**src/rtl/noc_port_pkg.sv**
```systemverilog
/*
 * router port definitions for the five-port mesh switch allocator
 * port codes, port indices and the per-input request format
 */

`default_nettype none

package noc_port_pkg;

        // north, south, west, east, local
        localparam int NUM_PORTS = 5;

        // width of a port code on the request and select paths
        localparam int PORT_CODE_W = 3;

        typedef logic [PORT_CODE_W-1:0] port_code_t;

        // next-hop / source codes, 6 and 7 are illegal
        localparam port_code_t PORT_NONE = 3'd0;
        localparam port_code_t PORT_N    = 3'd1;
        localparam port_code_t PORT_S    = 3'd2;
        localparam port_code_t PORT_W    = 3'd3;
        localparam port_code_t PORT_E    = 3'd4;
        localparam port_code_t PORT_L    = 3'd5;

        // index N=0 .. L=4, always code minus one
        typedef logic [2:0] port_idx_t;

        // request presented by one input port
        typedef struct packed {
                logic       valid;
                port_code_t nexthop;
        } port_req_t;

        // indexed by input port index
        typedef port_req_t [NUM_PORTS-1:0] port_req_vec_t;

        function automatic port_code_t idx_to_code(port_idx_t idx);
                return port_code_t'(idx + 3'd1);
        endfunction

endpackage

`default_nettype wire

```
**src/rtl/noc_arb_pkg.sv**
```systemverilog
/*
 * arbitration definitions for the switch allocator
 * request vectors, contender order, pointer reset and crossbar selects
 */

`default_nettype none

package noc_arb_pkg;

        // every output is contended by all inputs but its own
        localparam int NUM_CONTENDERS = noc_port_pkg::NUM_PORTS - 1;

        // one bit per input port index
        typedef logic [noc_port_pkg::NUM_PORTS-1:0] req_vec_t;

        // indexed by output port index
        typedef req_vec_t [noc_port_pkg::NUM_PORTS-1:0] req_matrix_t;

        // slot into the contender list, wraps naturally at four
        typedef logic [$clog2(NUM_CONTENDERS)-1:0] ptr_t;

        // first contender in N, S, W, E, L order
        localparam ptr_t PTR_RESET = '0;

        // crossbar setting of one output
        typedef struct packed {
                logic                     active;
                noc_port_pkg::port_code_t src;
        } xbar_sel_t;

        typedef xbar_sel_t [noc_port_pkg::NUM_PORTS-1:0] xbar_sel_vec_t;

        localparam xbar_sel_t XBAR_SEL_IDLE = '{active: 1'b0, src: noc_port_pkg::PORT_NONE};

        // map a contender slot to an input index, stepping over the own port
        function automatic noc_port_pkg::port_idx_t contender_idx(int unsigned own, ptr_t slot);
                noc_port_pkg::port_idx_t idx;
                idx = noc_port_pkg::port_idx_t'(slot);
                if (int'(slot) >= own) begin
                        idx = idx + 3'd1;
                end
                return idx;
        endfunction

endpackage

`default_nettype wire

```
**src/rtl/route_request_decoder.sv**
```systemverilog
/*
 * route request decoder
 * turns each input's next-hop code into one-hot requests per output,
 * dropping U-turns and illegal codes
 */

`default_nettype none

module route_request_decoder (
        input  noc_port_pkg::port_req_vec_t req_i,
        output noc_arb_pkg::req_matrix_t    req_matrix_o
);

        import noc_port_pkg::*;

        // req_matrix_o[k][i] set when input i targets output k
        always_comb begin
                req_matrix_o = '0;
                for (int i = 0; i < NUM_PORTS; i++) begin
                        for (int k = 0; k < NUM_PORTS; k++) begin
                                // no U-turn back into the own port
                                if (req_i[i].valid && (i != k) &&
                                    (req_i[i].nexthop == idx_to_code(port_idx_t'(k)))) begin
                                        req_matrix_o[k][i] = 1'b1;
                                end
                        end
                end
        end

        // upstream route computation is expected to send legal next hops only
        for (genvar i = 0; i < NUM_PORTS; i++) begin : g_chk
                logic code_ok;

                assign code_ok = !req_i[i].valid ||
                                 ((req_i[i].nexthop >= PORT_N) &&
                                  (req_i[i].nexthop <= PORT_L) &&
                                  (req_i[i].nexthop != idx_to_code(port_idx_t'(i))));

                always_comb begin
                        a_legal_nexthop: assert final (code_ok)
                        else $warning("input %0d requests illegal next hop %0d, dropped",
                                      i, req_i[i].nexthop);
                end
        end

endmodule

`default_nettype wire

```
**src/rtl/rr_output_arbiter.sv**
```systemverilog
/*
 * round-robin arbiter for one output port
 * rotating pointer over four contenders, winner pick, credit gating
 */

`default_nettype none

module rr_output_arbiter #(
        parameter int unsigned OUT_PORT = 0
) (
        input  logic                   clk,
        input  logic                   rst_n_i,
        input  logic                   change_order_i,
        input  logic                   credit_i,
        input  noc_arb_pkg::req_vec_t  req_i,
        output noc_arb_pkg::xbar_sel_t sel_o,
        output noc_arb_pkg::req_vec_t  grant_o
);

        import noc_port_pkg::*;
        import noc_arb_pkg::*;

        ptr_t      ptr_q;
        logic      found;
        port_idx_t win_idx;
        logic      granted;

        // pointer moves only on the strobe, never on a grant
        always_ff @(posedge clk or negedge rst_n_i) begin
                if (!rst_n_i) begin
                        ptr_q <= PTR_RESET;
                end else if (change_order_i) begin
                        ptr_q <= ptr_q + 1'b1;
                end
        end

        // first requesting contender from the pointer onward
        always_comb begin
                ptr_t      slot;
                port_idx_t cand;

                found   = 1'b0;
                win_idx = '0;
                for (int off = 0; off < NUM_CONTENDERS; off++) begin
                        slot = ptr_q + ptr_t'(off);
                        cand = contender_idx(OUT_PORT, slot);
                        if (!found && req_i[cand]) begin
                                found   = 1'b1;
                                win_idx = cand;
                        end
                end
        end

        // downstream must have room
        assign granted = found & credit_i;

        always_comb begin
                grant_o = '0;
                sel_o   = XBAR_SEL_IDLE;
                if (granted) begin
                        grant_o[win_idx] = 1'b1;
                        sel_o.active     = 1'b1;
                        sel_o.src        = idx_to_code(win_idx);
                end
        end

        a_no_uturn: assert property (
                @(posedge clk) disable iff (!rst_n_i)
                !grant_o[OUT_PORT]
        ) else $error("output %0d grants its own input", OUT_PORT);

endmodule

`default_nettype wire

```
**src/rtl/grant_collector.sv**
```systemverilog
/*
 * grant collector
 * merges per-output grants into one grant per input and registers
 * them with the crossbar selects
 */

`default_nettype none

module grant_collector (
        input  logic                       clk,
        input  logic                       rst_n_i,
        input  noc_arb_pkg::xbar_sel_vec_t arb_sel_i,
        input  noc_arb_pkg::req_matrix_t   arb_grant_i,
        output noc_arb_pkg::xbar_sel_vec_t xbar_sel_o,
        output noc_arb_pkg::req_vec_t      grant_o
);

        import noc_port_pkg::*;
        import noc_arb_pkg::*;

        // by_input[i][k] set when output k grants input i
        req_matrix_t by_input;
        req_vec_t    grant_d;

        always_comb begin
                for (int i = 0; i < NUM_PORTS; i++) begin
                        for (int k = 0; k < NUM_PORTS; k++) begin
                                by_input[i][k] = arb_grant_i[k][i];
                        end
                        grant_d[i] = |by_input[i];
                end
        end

        always_ff @(posedge clk or negedge rst_n_i) begin
                if (!rst_n_i) begin
                        grant_o <= '0;
                        for (int k = 0; k < NUM_PORTS; k++) begin
                                xbar_sel_o[k] <= XBAR_SEL_IDLE;
                        end
                end else begin
                        grant_o    <= grant_d;
                        xbar_sel_o <= arb_sel_i;
                end
        end

        // one flit per input per cycle, so arbiters must not collide
        for (genvar i = 0; i < NUM_PORTS; i++) begin : g_chk
                a_single_output: assert property (
                        @(posedge clk) disable iff (!rst_n_i)
                        $onehot0(by_input[i])
                ) else $error("input %0d granted by several outputs", i);
        end

endmodule

`default_nettype wire

```
**src/rtl/noc_switch_allocator.sv**
```systemverilog
/*
 * switch allocator for one five-port mesh router
 * route decode, one round-robin arbiter per output, registered grants
 */

`default_nettype none

module noc_switch_allocator (
        input  logic                                  clk,
        input  logic                                  rst_n_i,
        input  noc_port_pkg::port_req_vec_t           req_i,
        input  logic [noc_port_pkg::NUM_PORTS-1:0]    credit_i,
        input  logic [noc_port_pkg::NUM_PORTS-1:0]    change_order_i,
        output noc_arb_pkg::xbar_sel_vec_t            xbar_sel_o,
        output noc_arb_pkg::req_vec_t                 grant_o
);

        import noc_port_pkg::*;
        import noc_arb_pkg::*;

        // requests per output
        req_matrix_t   req_matrix;

        // arbiter results, one slice per output
        xbar_sel_vec_t arb_sel;
        req_matrix_t   arb_grant;

        route_request_decoder u_decoder (
                .req_i        (req_i),
                .req_matrix_o (req_matrix)
        );

        for (genvar k = 0; k < NUM_PORTS; k++) begin : g_arb
                rr_output_arbiter #(
                        .OUT_PORT (k)
                ) u_arbiter (
                        .clk            (clk),
                        .rst_n_i        (rst_n_i),
                        .change_order_i (change_order_i[k]),
                        .credit_i       (credit_i[k]),
                        .req_i          (req_matrix[k]),
                        .sel_o          (arb_sel[k]),
                        .grant_o        (arb_grant[k])
                );
        end

        grant_collector u_collector (
                .clk         (clk),
                .rst_n_i     (rst_n_i),
                .arb_sel_i   (arb_sel),
                .arb_grant_i (arb_grant),
                .xbar_sel_o  (xbar_sel_o),
                .grant_o     (grant_o)
        );

endmodule

`default_nettype wire

```
**config.mk**
```make
export PLATFORM = sky130hd
export DESIGN_NAME = noc_switch_allocator
export DESIGN_NICKNAME = d
export VERILOG_FILES = /design/src/rtl/noc_port_pkg.sv /design/src/rtl/noc_arb_pkg.sv /design/src/rtl/route_request_decoder.sv /design/src/rtl/rr_output_arbiter.sv /design/src/rtl/grant_collector.sv /design/src/rtl/noc_switch_allocator.sv
export SDC_FILE = /design/constraint.sdc
export NUM_CORES = 1
export LEC_CHECK = 0
export ABC_AREA = 1
export BUFFER_PORTS_ARGS = -buffer_cell sky130_fd_sc_hd__buf_4
export CORE_ASPECT_RATIO = 1.1
export CORE_UTILIZATION = 52
export CTS_CLUSTER_DIAMETER = 30
export DETAILED_ROUTE_END_ITERATION = 7
export GPL_TIMING_DRIVEN = 0
export PLACE_DENSITY = 0.82
export SYNTH_ARGS = -nofsm -noshare
export SYNTH_HDL_FRONTEND = slang
export SYNTH_SLANG_ARGS = --single-unit
```
**constraint.sdc**
```tcl
create_clock -name clk -period 2.3 [get_ports clk]
set_input_delay 0.69 -clock clk [delete_from_list [all_inputs] [get_ports clk]]
set_output_delay 0.69 -clock clk [all_outputs]
set_load 0.005 [all_outputs]
```
==> results of run 1 <==
-- metrics by stage --
step | setup TNS (ps) | area, um2 | instances
after global routing | -2050 | 5126 | 747
final | -705.3 | 5126 | 747
after detailed placement | -4085 | 4109 | 689
after CTS | 0 | 4676 | 734
after floorplan | -30.19 | 3586 | 551
after global placement | -3017 | 4109 | 689
-- worst paths after layout --
kind                                                         start                                       to
setup reg to reg           g_arb[1].u_arbiter.ptr_q[0]$_DFFE_PN0P_         u_collector.grant_o[2]$_DFF_PN0_
setup / recovery                                          req_i[0]         u_collector.grant_o[1]$_DFF_PN0_
max in group asynchronous                                  rst_n_i  g_arb[3].u_arbiter.ptr_q[0]$_DFFE_PN0P_
hold reg to reg            g_arb[2].u_arbiter.ptr_q[0]$_DFFE_PN0P_  g_arb[2].u_arbiter.ptr_q[0]$_DFFE_PN0P_
min in group clk                                 change_order_i[3]  g_arb[3].u_arbiter.ptr_q[0]$_DFFE_PN0P_
hold / removal                                             rst_n_i  g_arb[1].u_arbiter.ptr_q[1]$_DFFE_PN0P_
-- layout make-up --
cell class | instances | area [um2] | area share (%)
buffer | 2 | 18.77 | 0.3661
clock buffer | 5 | 68.82 | 1.342
clock inverter | 3 | 43.79 | 0.8543
inverter | 90 | 370.4 | 7.225
multi-input combinational | 421 | 2795 | 54.53
sequential | 35 | 882.1 | 17.21
tap | 82 | 102.6 | 2.001
timing repair buffer | 109 | 844.6 | 16.48
-- synthesized netlist by cell type (2+ instances only) --
cell type,number
nand2_1,166
inv_2,15
ha_1,32
inv_4,2
buf_6,2
nor2_1,62
xor2_1,6
nand4_1,14
dfrtp_1,35
nor2_4,7
buf_4,3
o21ai_1,8
o211ai_1,2
o21ai_0,11
nand2_2,13
nand3b_1,2
inv_1,71
clkinv_1,2
a21oi_2,4
a21oi_1,10
o21ai_2,3
nand3_1,59
nor2_2,10
nand3_2,3
-- per-layer routing --
metal,up-vias,global-route usage (%),routed length (um)
li1,1953,-,-
met1,1925,31.92,4319
met2,246,53.93,5947
met3,91,3.918,783
met4,0,12.18,694
met5,-,0,0
-- cells by family after synthesis --
logic type,Yosys count,share of synthesized area [%]
compound gates,41,6.889
xor+xnor,8,2.202
fa+ha+maj,32,11.36
buf+inv,95,11.01
flops,35,24.86
simple gates,340,43.68
-- placed cells by master, fill, tap and decap left out, types with 2 or more instances in the layout --
cell	netlist	routed
a21oi_1	10	9
a21oi_2	4	5
buf_4	3	104
buf_6	2	6
clkbuf_8	0	5
dfrtp_1	35	30
dfrtp_2	0	5
ha_1	32	17
ha_2	0	5
ha_4	0	10
inv_1	71	59
inv_2	15	22
inv_4	2	4
inv_6	0	3
nand2_1	166	132
nand2_2	13	43
nand2_4	1	5
nand3_1	59	44
nand3_2	3	16
nand3_4	0	2
nand3b_1	2	2
nand4_1	14	14
nor2_1	62	40
nor2_2	10	21
nor2_4	7	18
o211ai_1	2	2
o21ai_0	11	7
o21ai_1	8	5
o21ai_2	3	5
o21ai_4	0	5
xor2_1	6	6
-- sequential cells by signal, indices dropped and copies added (netlist names) --
| signal | cells |
|---|---|
| u_collector.xbar_sel_o | 20 |
| u_collector.grant_o | 5 |
| g_arb.u_arbiter.ptr_q | 10 |
-- what timing repair did --
item	4_1_cts	5_1_grt
pin swaps	43	54
endpoints found under the setup margin	13	15
gates resized for setup	50	101
buffers inserted	38	15
==> impl_summary.md, run 1 <==
Status
The run finished, with violations left. The checks that failed: setup timing.

GRT
The total overflow left after global routing is 0. The global-route wire length before repair is 15,930 um. Global routing used 28.61% of the available tracks.

The via count of the first global-routing pass was 3,606. Entering global routing, the biggest net connects 36 pins. The initial antenna violation count is 0.

Logic synthesis
The largest area contributor in the synthesized netlist is dfrtp_1. The number of library cell types mapped by synthesis is 33. Counting flops with an async set or reset pin after synthesis yields a share of 100.0%. The fraction of synthesized cell area taken by the top area cell type is 24.86%.

The number of instances in the synthesized netlist is 551. The number of enable flip-flop cells after synthesis is 0. The number of nets handed over by synthesis was 615. The sequential area share after synthesis is 24.86%. After synthesis the netlist holds a flip-flop and latch count of 35. By area the synthesized netlist is led by dfrtp_1 (25%), nand2_1 (18%), ha_1 (11%), nand3_1 (8.4%), inv_1 (7.6%). In this run the cell area of the synthesized design comes to 3523 um2. The dominant synthesized flop cell is dfrtp_1.

The count of yosys warnings during synthesis is 0. The synthesized area divided by synthesized cell count is 6.395 um2.

Critical path
The delay of the slowest cell on the worst path is 190 ps. In this design, the largest share of critical-path delay is due to simple AND/OR/NAND/NOR gates. The most numerous cell type found on the critical path is nand2_1. The flop-to-flop setup slack is -140 ps.

The number of buffers and inverters on the critical path is 1. For the worst setup path, the data required time is 2490 ps. The logic depth of the worst setup path including buffers is 17. Data arrives at the worst endpoint at 2660 ps. Along the worst path, the maximum fanout reaches 4. The cell with the biggest individual delay on the critical path is ha_2. The worst setup path is launched from an input pin. The worst-case reg-to-reg path depth is 18.

The worst setup path category is input pin to flip-flop. The type of destination of the critical path is a flip-flop. The critical path goes through buf_4 > nand3_1 > nor2_2 > nand2_1 > o21ai_4 > nand2_2 > o21ai_4 > nand3_2 > o211ai_1 > o21ai_1 > nand2_1 > o21ai_4 > ha_2 > nand2_1 > nand2_1 > nor2_2 > nand2_1.

Die
In this run the horizontal extent of the chip is 80.49 um. The number of core rows is 31. The core region area is 6555 um2. The floorplan step defined a die boundary enclosing 7109 um2. The initial utilization of the core area, before any placement, comes to 53.75%. The floorplan step set the die height to 88.33 um. The number of top-level design ports is 57.

Clocking
In this run, CTS created clock tree buffers numbering 5. The clock passes through at most 2 buffers. The source-to-sink clock delay at the later pin of the worst-skew pair is 300 ps. The maximum level of the CTS H-tree is 2. The total clock sinks is 35. The TritonCTS clock tree is yes. The hold buffer count at CTS is 0. The tree is rooted in a clkbuf_8. The post-CTS clock slew at the launch and capture registers of the worst setup and hold paths is 80 ps.

Timing
Setup repair after global routing could not meet its margin everywhere. The transition at the pin with the smallest max-transition slack is 487.9 ps. The final clock period utilization by the worst path is 107.4%. Derived from the worst setup path, the maximum achievable clock frequency is 404.7 MHz. The worst-case headroom to the max-slew limit is 67.47%.

On the final layout, the worst hold slack is 326.5 ps. The final hold violation count is 0. Counting I/O delays and the setup requirement, the final critical path takes 2471 ps. The final worst slack is -170.8 ps. Setup violations remaining at the end of the flow were counted as 8. The final clock skew is 10.44 ps. The number of pins exceeding their max-slew limit in the final report was 0.

Route
After detailed routing, the average wire length per cell comes to 15.72 um. The number of DRC markers after the initial detailed-route iteration is 375. For this run, design rule violations remaining after detail routing come to 0. The post-detailed-route via-to-cell ratio is 5.643. The number of antenna-violating nets in the routed design is 0. For this run, the detailed router's first-pass iteration total came to 8. The routed layout has 4,215 vias.

Wires add up to 11,750 um.

Finish
Relative to the synthesized area, the layout overhead comes to 45.49%. The fraction of final layout cells with drive strength greater than 1 is 43.91%. 0 antenna diodes ended up in the layout. The core utilization of the finished layout is 78.20%. The final layout net count is 728.

The final-layout fill cell count is 441.

Placement
The number of buffers inserted by port buffering is 56. The detailed-placement wirelength estimate is 6882 um. The post-placement setup slack is -411.7 ps.

Routability-driven placement finished with a final weighted congestion of 0.9322.

Hold path
In this run the worst hold path is classified as input pin to async pin.

Job
Across the run, the number of max-cap violations was 0.
Power of run 1 is left out: the tool's default activity adds up to more than one toggle a clock period on the data nets, which glitch-free logic cannot reach.
==> run 2, diff against run 1 <==
--- a/config.mk
+++ b/config.mk
@@ -13,6 +13,7 @@
 export DETAILED_ROUTE_END_ITERATION = 7
 export GPL_TIMING_DRIVEN = 0
 export PLACE_DENSITY = 0.82
+export SETUP_SLACK_MARGIN = 0.3
 export SYNTH_ARGS = -nofsm -noshare
 export SYNTH_HDL_FRONTEND = slang
 export SYNTH_SLANG_ARGS = --single-unit
==> run 2 against run 1 <==
- the run ends with DRC, setup timing left
- via count grew 19%
- flip-flop and latch count did not move
- setup slack lost 130 ps
- core utilization is 12 points higher
- critical path depth down 3
- non-clock buffer count rose by 28
- largest cell class unchanged
- global-route usage up 6.3 points
==> impl_summary.md, run 2 (synthesized netlist as in run 1, its figures left out) <==
Die
The area enclosed by the die boundary is 7109 um2 (unchanged). The core region area is 6555 um2 (unchanged). The chip height was 88.33 um (unchanged). The overall die width is 80.49 um (unchanged). The number of core rows is 31 (unchanged).

The number of top-level design ports came to 57 (unchanged). The initial core utilization is 53.75% (unchanged).

Placement
The placer congestion estimate is 0.8726 (-6.4%). The detailed-placement wirelength estimate was 6883 um (about the same). The number of buffers inserted by port buffering is 56 (unchanged).

Finish
u_collector.xbar_sel_o holds more flip-flops than any other register. The fraction of final layout cells with drive strength greater than 1 is 56.71% (+13 points). The library cells used most frequently in the layout, excluding fill and tap cells, are buf_4 (114), nand2_1 (113), nand2_2 (54). The final layout net count is 756 (+3.8%). The diode insertion count for antenna repair is 0 (unchanged). The largest registers in the layout are u_collector.xbar_sel_o x20, g_arb.u_arbiter.ptr_q x10, u_collector.grant_o x5.

Relative to the synthesized area, the layout overhead comes to 67.97%. The flip-flop count of the largest register after layout came to 20 (unchanged). The library cell used most frequently in the layout, excluding fill and tap cells, is buf_4. The core utilization of the finished layout is 90.28% (+12 points).

Timing
The final clock period utilization by the worst path was 113.2% (+5.8 points). The transition at the pin with the smallest max-transition slack is 489.1 ps (+1.193 ps). The final clock skew is 5.099 ps (-5.336 ps). The final critical path time including I/O delays and setup is 2604 ps (+133.2 ps). The maximum operating frequency is 384.0 MHz (-5.1%). The final hold violation count was 0 (unchanged).

The number of pins exceeding their max-slew limit in the final report was 0 (unchanged). The worst-case headroom to the max-slew limit was 67.39% (-0.079 points). Setup repair after global routing could not meet its margin everywhere. The total of endpoints with negative setup slack in the final report is 13 (+5).

The accumulated negative setup slack is -2213 ps (-1508 ps). The final worst slack was -303.9 ps (-133.2 ps).

Clocking
The root buffer cell is clkbuf_8. The source-to-sink clock delay at the later pin of the worst-skew pair was 310 ps (about the same). The number of clock buffers inserted by TritonCTS was 5 (unchanged). The worst-case clock buffer depth is 2 (unchanged). The hold buffer count at CTS is 0 (unchanged). The post-CTS clock slew at the launch and capture registers of the worst setup and hold paths is 80 ps (about the same). The maximum level of the CTS H-tree was 2 (unchanged). The total clock sinks is 35 (unchanged). TritonCTS built the clock tree.

Route
The number of antenna-violating nets in the routed design is 0 (unchanged). The total length of routed wires is 16,650 um (+42%). The routed length per placed instance is 21.48 um (+37%).

The number of DRC markers after the initial detailed-route iteration is 689 (+84%). The post-detailed-route via-to-cell ratio is 6.449 (+14%). The DRC violation count after routing came to 2 (+2). The number of detailed-routing iterations run before antenna repair is 8 (unchanged). The vias after detailed routing is 4,998 (+19%).

Hold path
The type of the tightest min-delay check is input pin to async pin.

Critical path
The worst setup path is captured at a flip-flop. The worst setup path category is input pin to flip-flop. The data arrival time at the worst-slack endpoint is 2800 ps (+140 ps). STA classifies the critical path startpoint as an input pin. The endpoint required time on the critical path is 2490 ps (about the same).

The largest fanout on the critical path is 5 (+1).

Job
The number of max-cap violations is 0 (unchanged).

Status
The checks that failed: DRC, setup timing. The flow ran to the end, but the final reports show violations.

GRT
The via count of the first global-routing pass is 4,248 (+18%). The maximum number of pins on one net before global-route repair is 36 (unchanged). The leftover overflow at the end of global routing is 0 (unchanged).

The aggregate global-route resource usage came to 34.94% (+6.3 points). The initial antenna violation count came to 0 (unchanged). The global-route wire length before repair is 19,160 um (+20%).
==> run 2: layer usage <==
layer | up-vias | wire length [um] | global-route usage, %
met4 | 0 | 1709 | 19.48
met5 | - | 0 | 0
met2 | 498 | 7533 | 62.56
li1 | 2012 | - | -
met1 | 2293 | 5476 | 38.56
met3 | 195 | 1929 | 7.010
==> run 2: timing repair <==
item / CTS / global route
setup endpoints to repair: 22 / 23
gates resized for setup: 154 / 104
buffers inserted: 62 / 16
pin swaps: 77 / 83
==> run 2: final cells by class <==
class,count,area (um2)
buffer,5,67.56
clock buffer,7,96.34
clock inverter,1,7.507
fill,251,636.9
inverter,90,399.1
multi-input combinational,421,3264
sequential,35,883.3
tap,82,102.6
timing repair buffer,134,1097
==> run 2: path summary, 6_finish.rpt <==
check | from | end | slack [ps] | cells past startpoint
worst min register to register | g_arb[0].u_arbiter.ptr_q[1]$_DFFE_PN0P_ | g_arb[0].u_arbiter.ptr_q[1]$_DFFE_PN0P_ | 630 | 2
worst max register to register | g_arb[1].u_arbiter.ptr_q[1]$_DFFE_PN0P_ | u_collector.xbar_sel_o[6]$_DFF_PN0_ | -200 | 18
max in group asynchronous | rst_n_i | g_arb[1].u_arbiter.ptr_q[0]$_DFFE_PN0P_ | 1590 | 1
min in group clk | change_order_i[0] | g_arb[0].u_arbiter.ptr_q[0]$_DFFE_PN0P_ | 560 | 2
worst max-delay path | req_i[14] | u_collector.xbar_sel_o[6]$_DFF_PN0_ | -300 | 14
worst min-delay path | rst_n_i | u_collector.xbar_sel_o[10]$_DFF_PN0_ | 340 | 1
==> run 2: metrics by stage <==
step	setup WS, ps	hold slack (ps)	instances	instance area [um2]
after global placement	-349.8	566.5	689	4257
after floorplan	38.41	394.4	551	3734
after CTS	-7.244	367.4	759	5416
final	-303.9	336.3	775	5918
after global routing	-335.9	386.2	775	5918
after detailed placement	-437.4	583.7	689	4257
==> run 2: critical path: stages <==
cell and delay (ps):
buf_4 120, inv_2 80, nand4_1 390, nand2_1 210
nand3_1 160, nor2_4 230, inv_2 90, nand2_2 90
o21ai_2 70, nor2_4 160, nand2_2 90, ha_4 160
xor2_1 170, nor2_1 70
Power of run 2 is left out for the same reason.
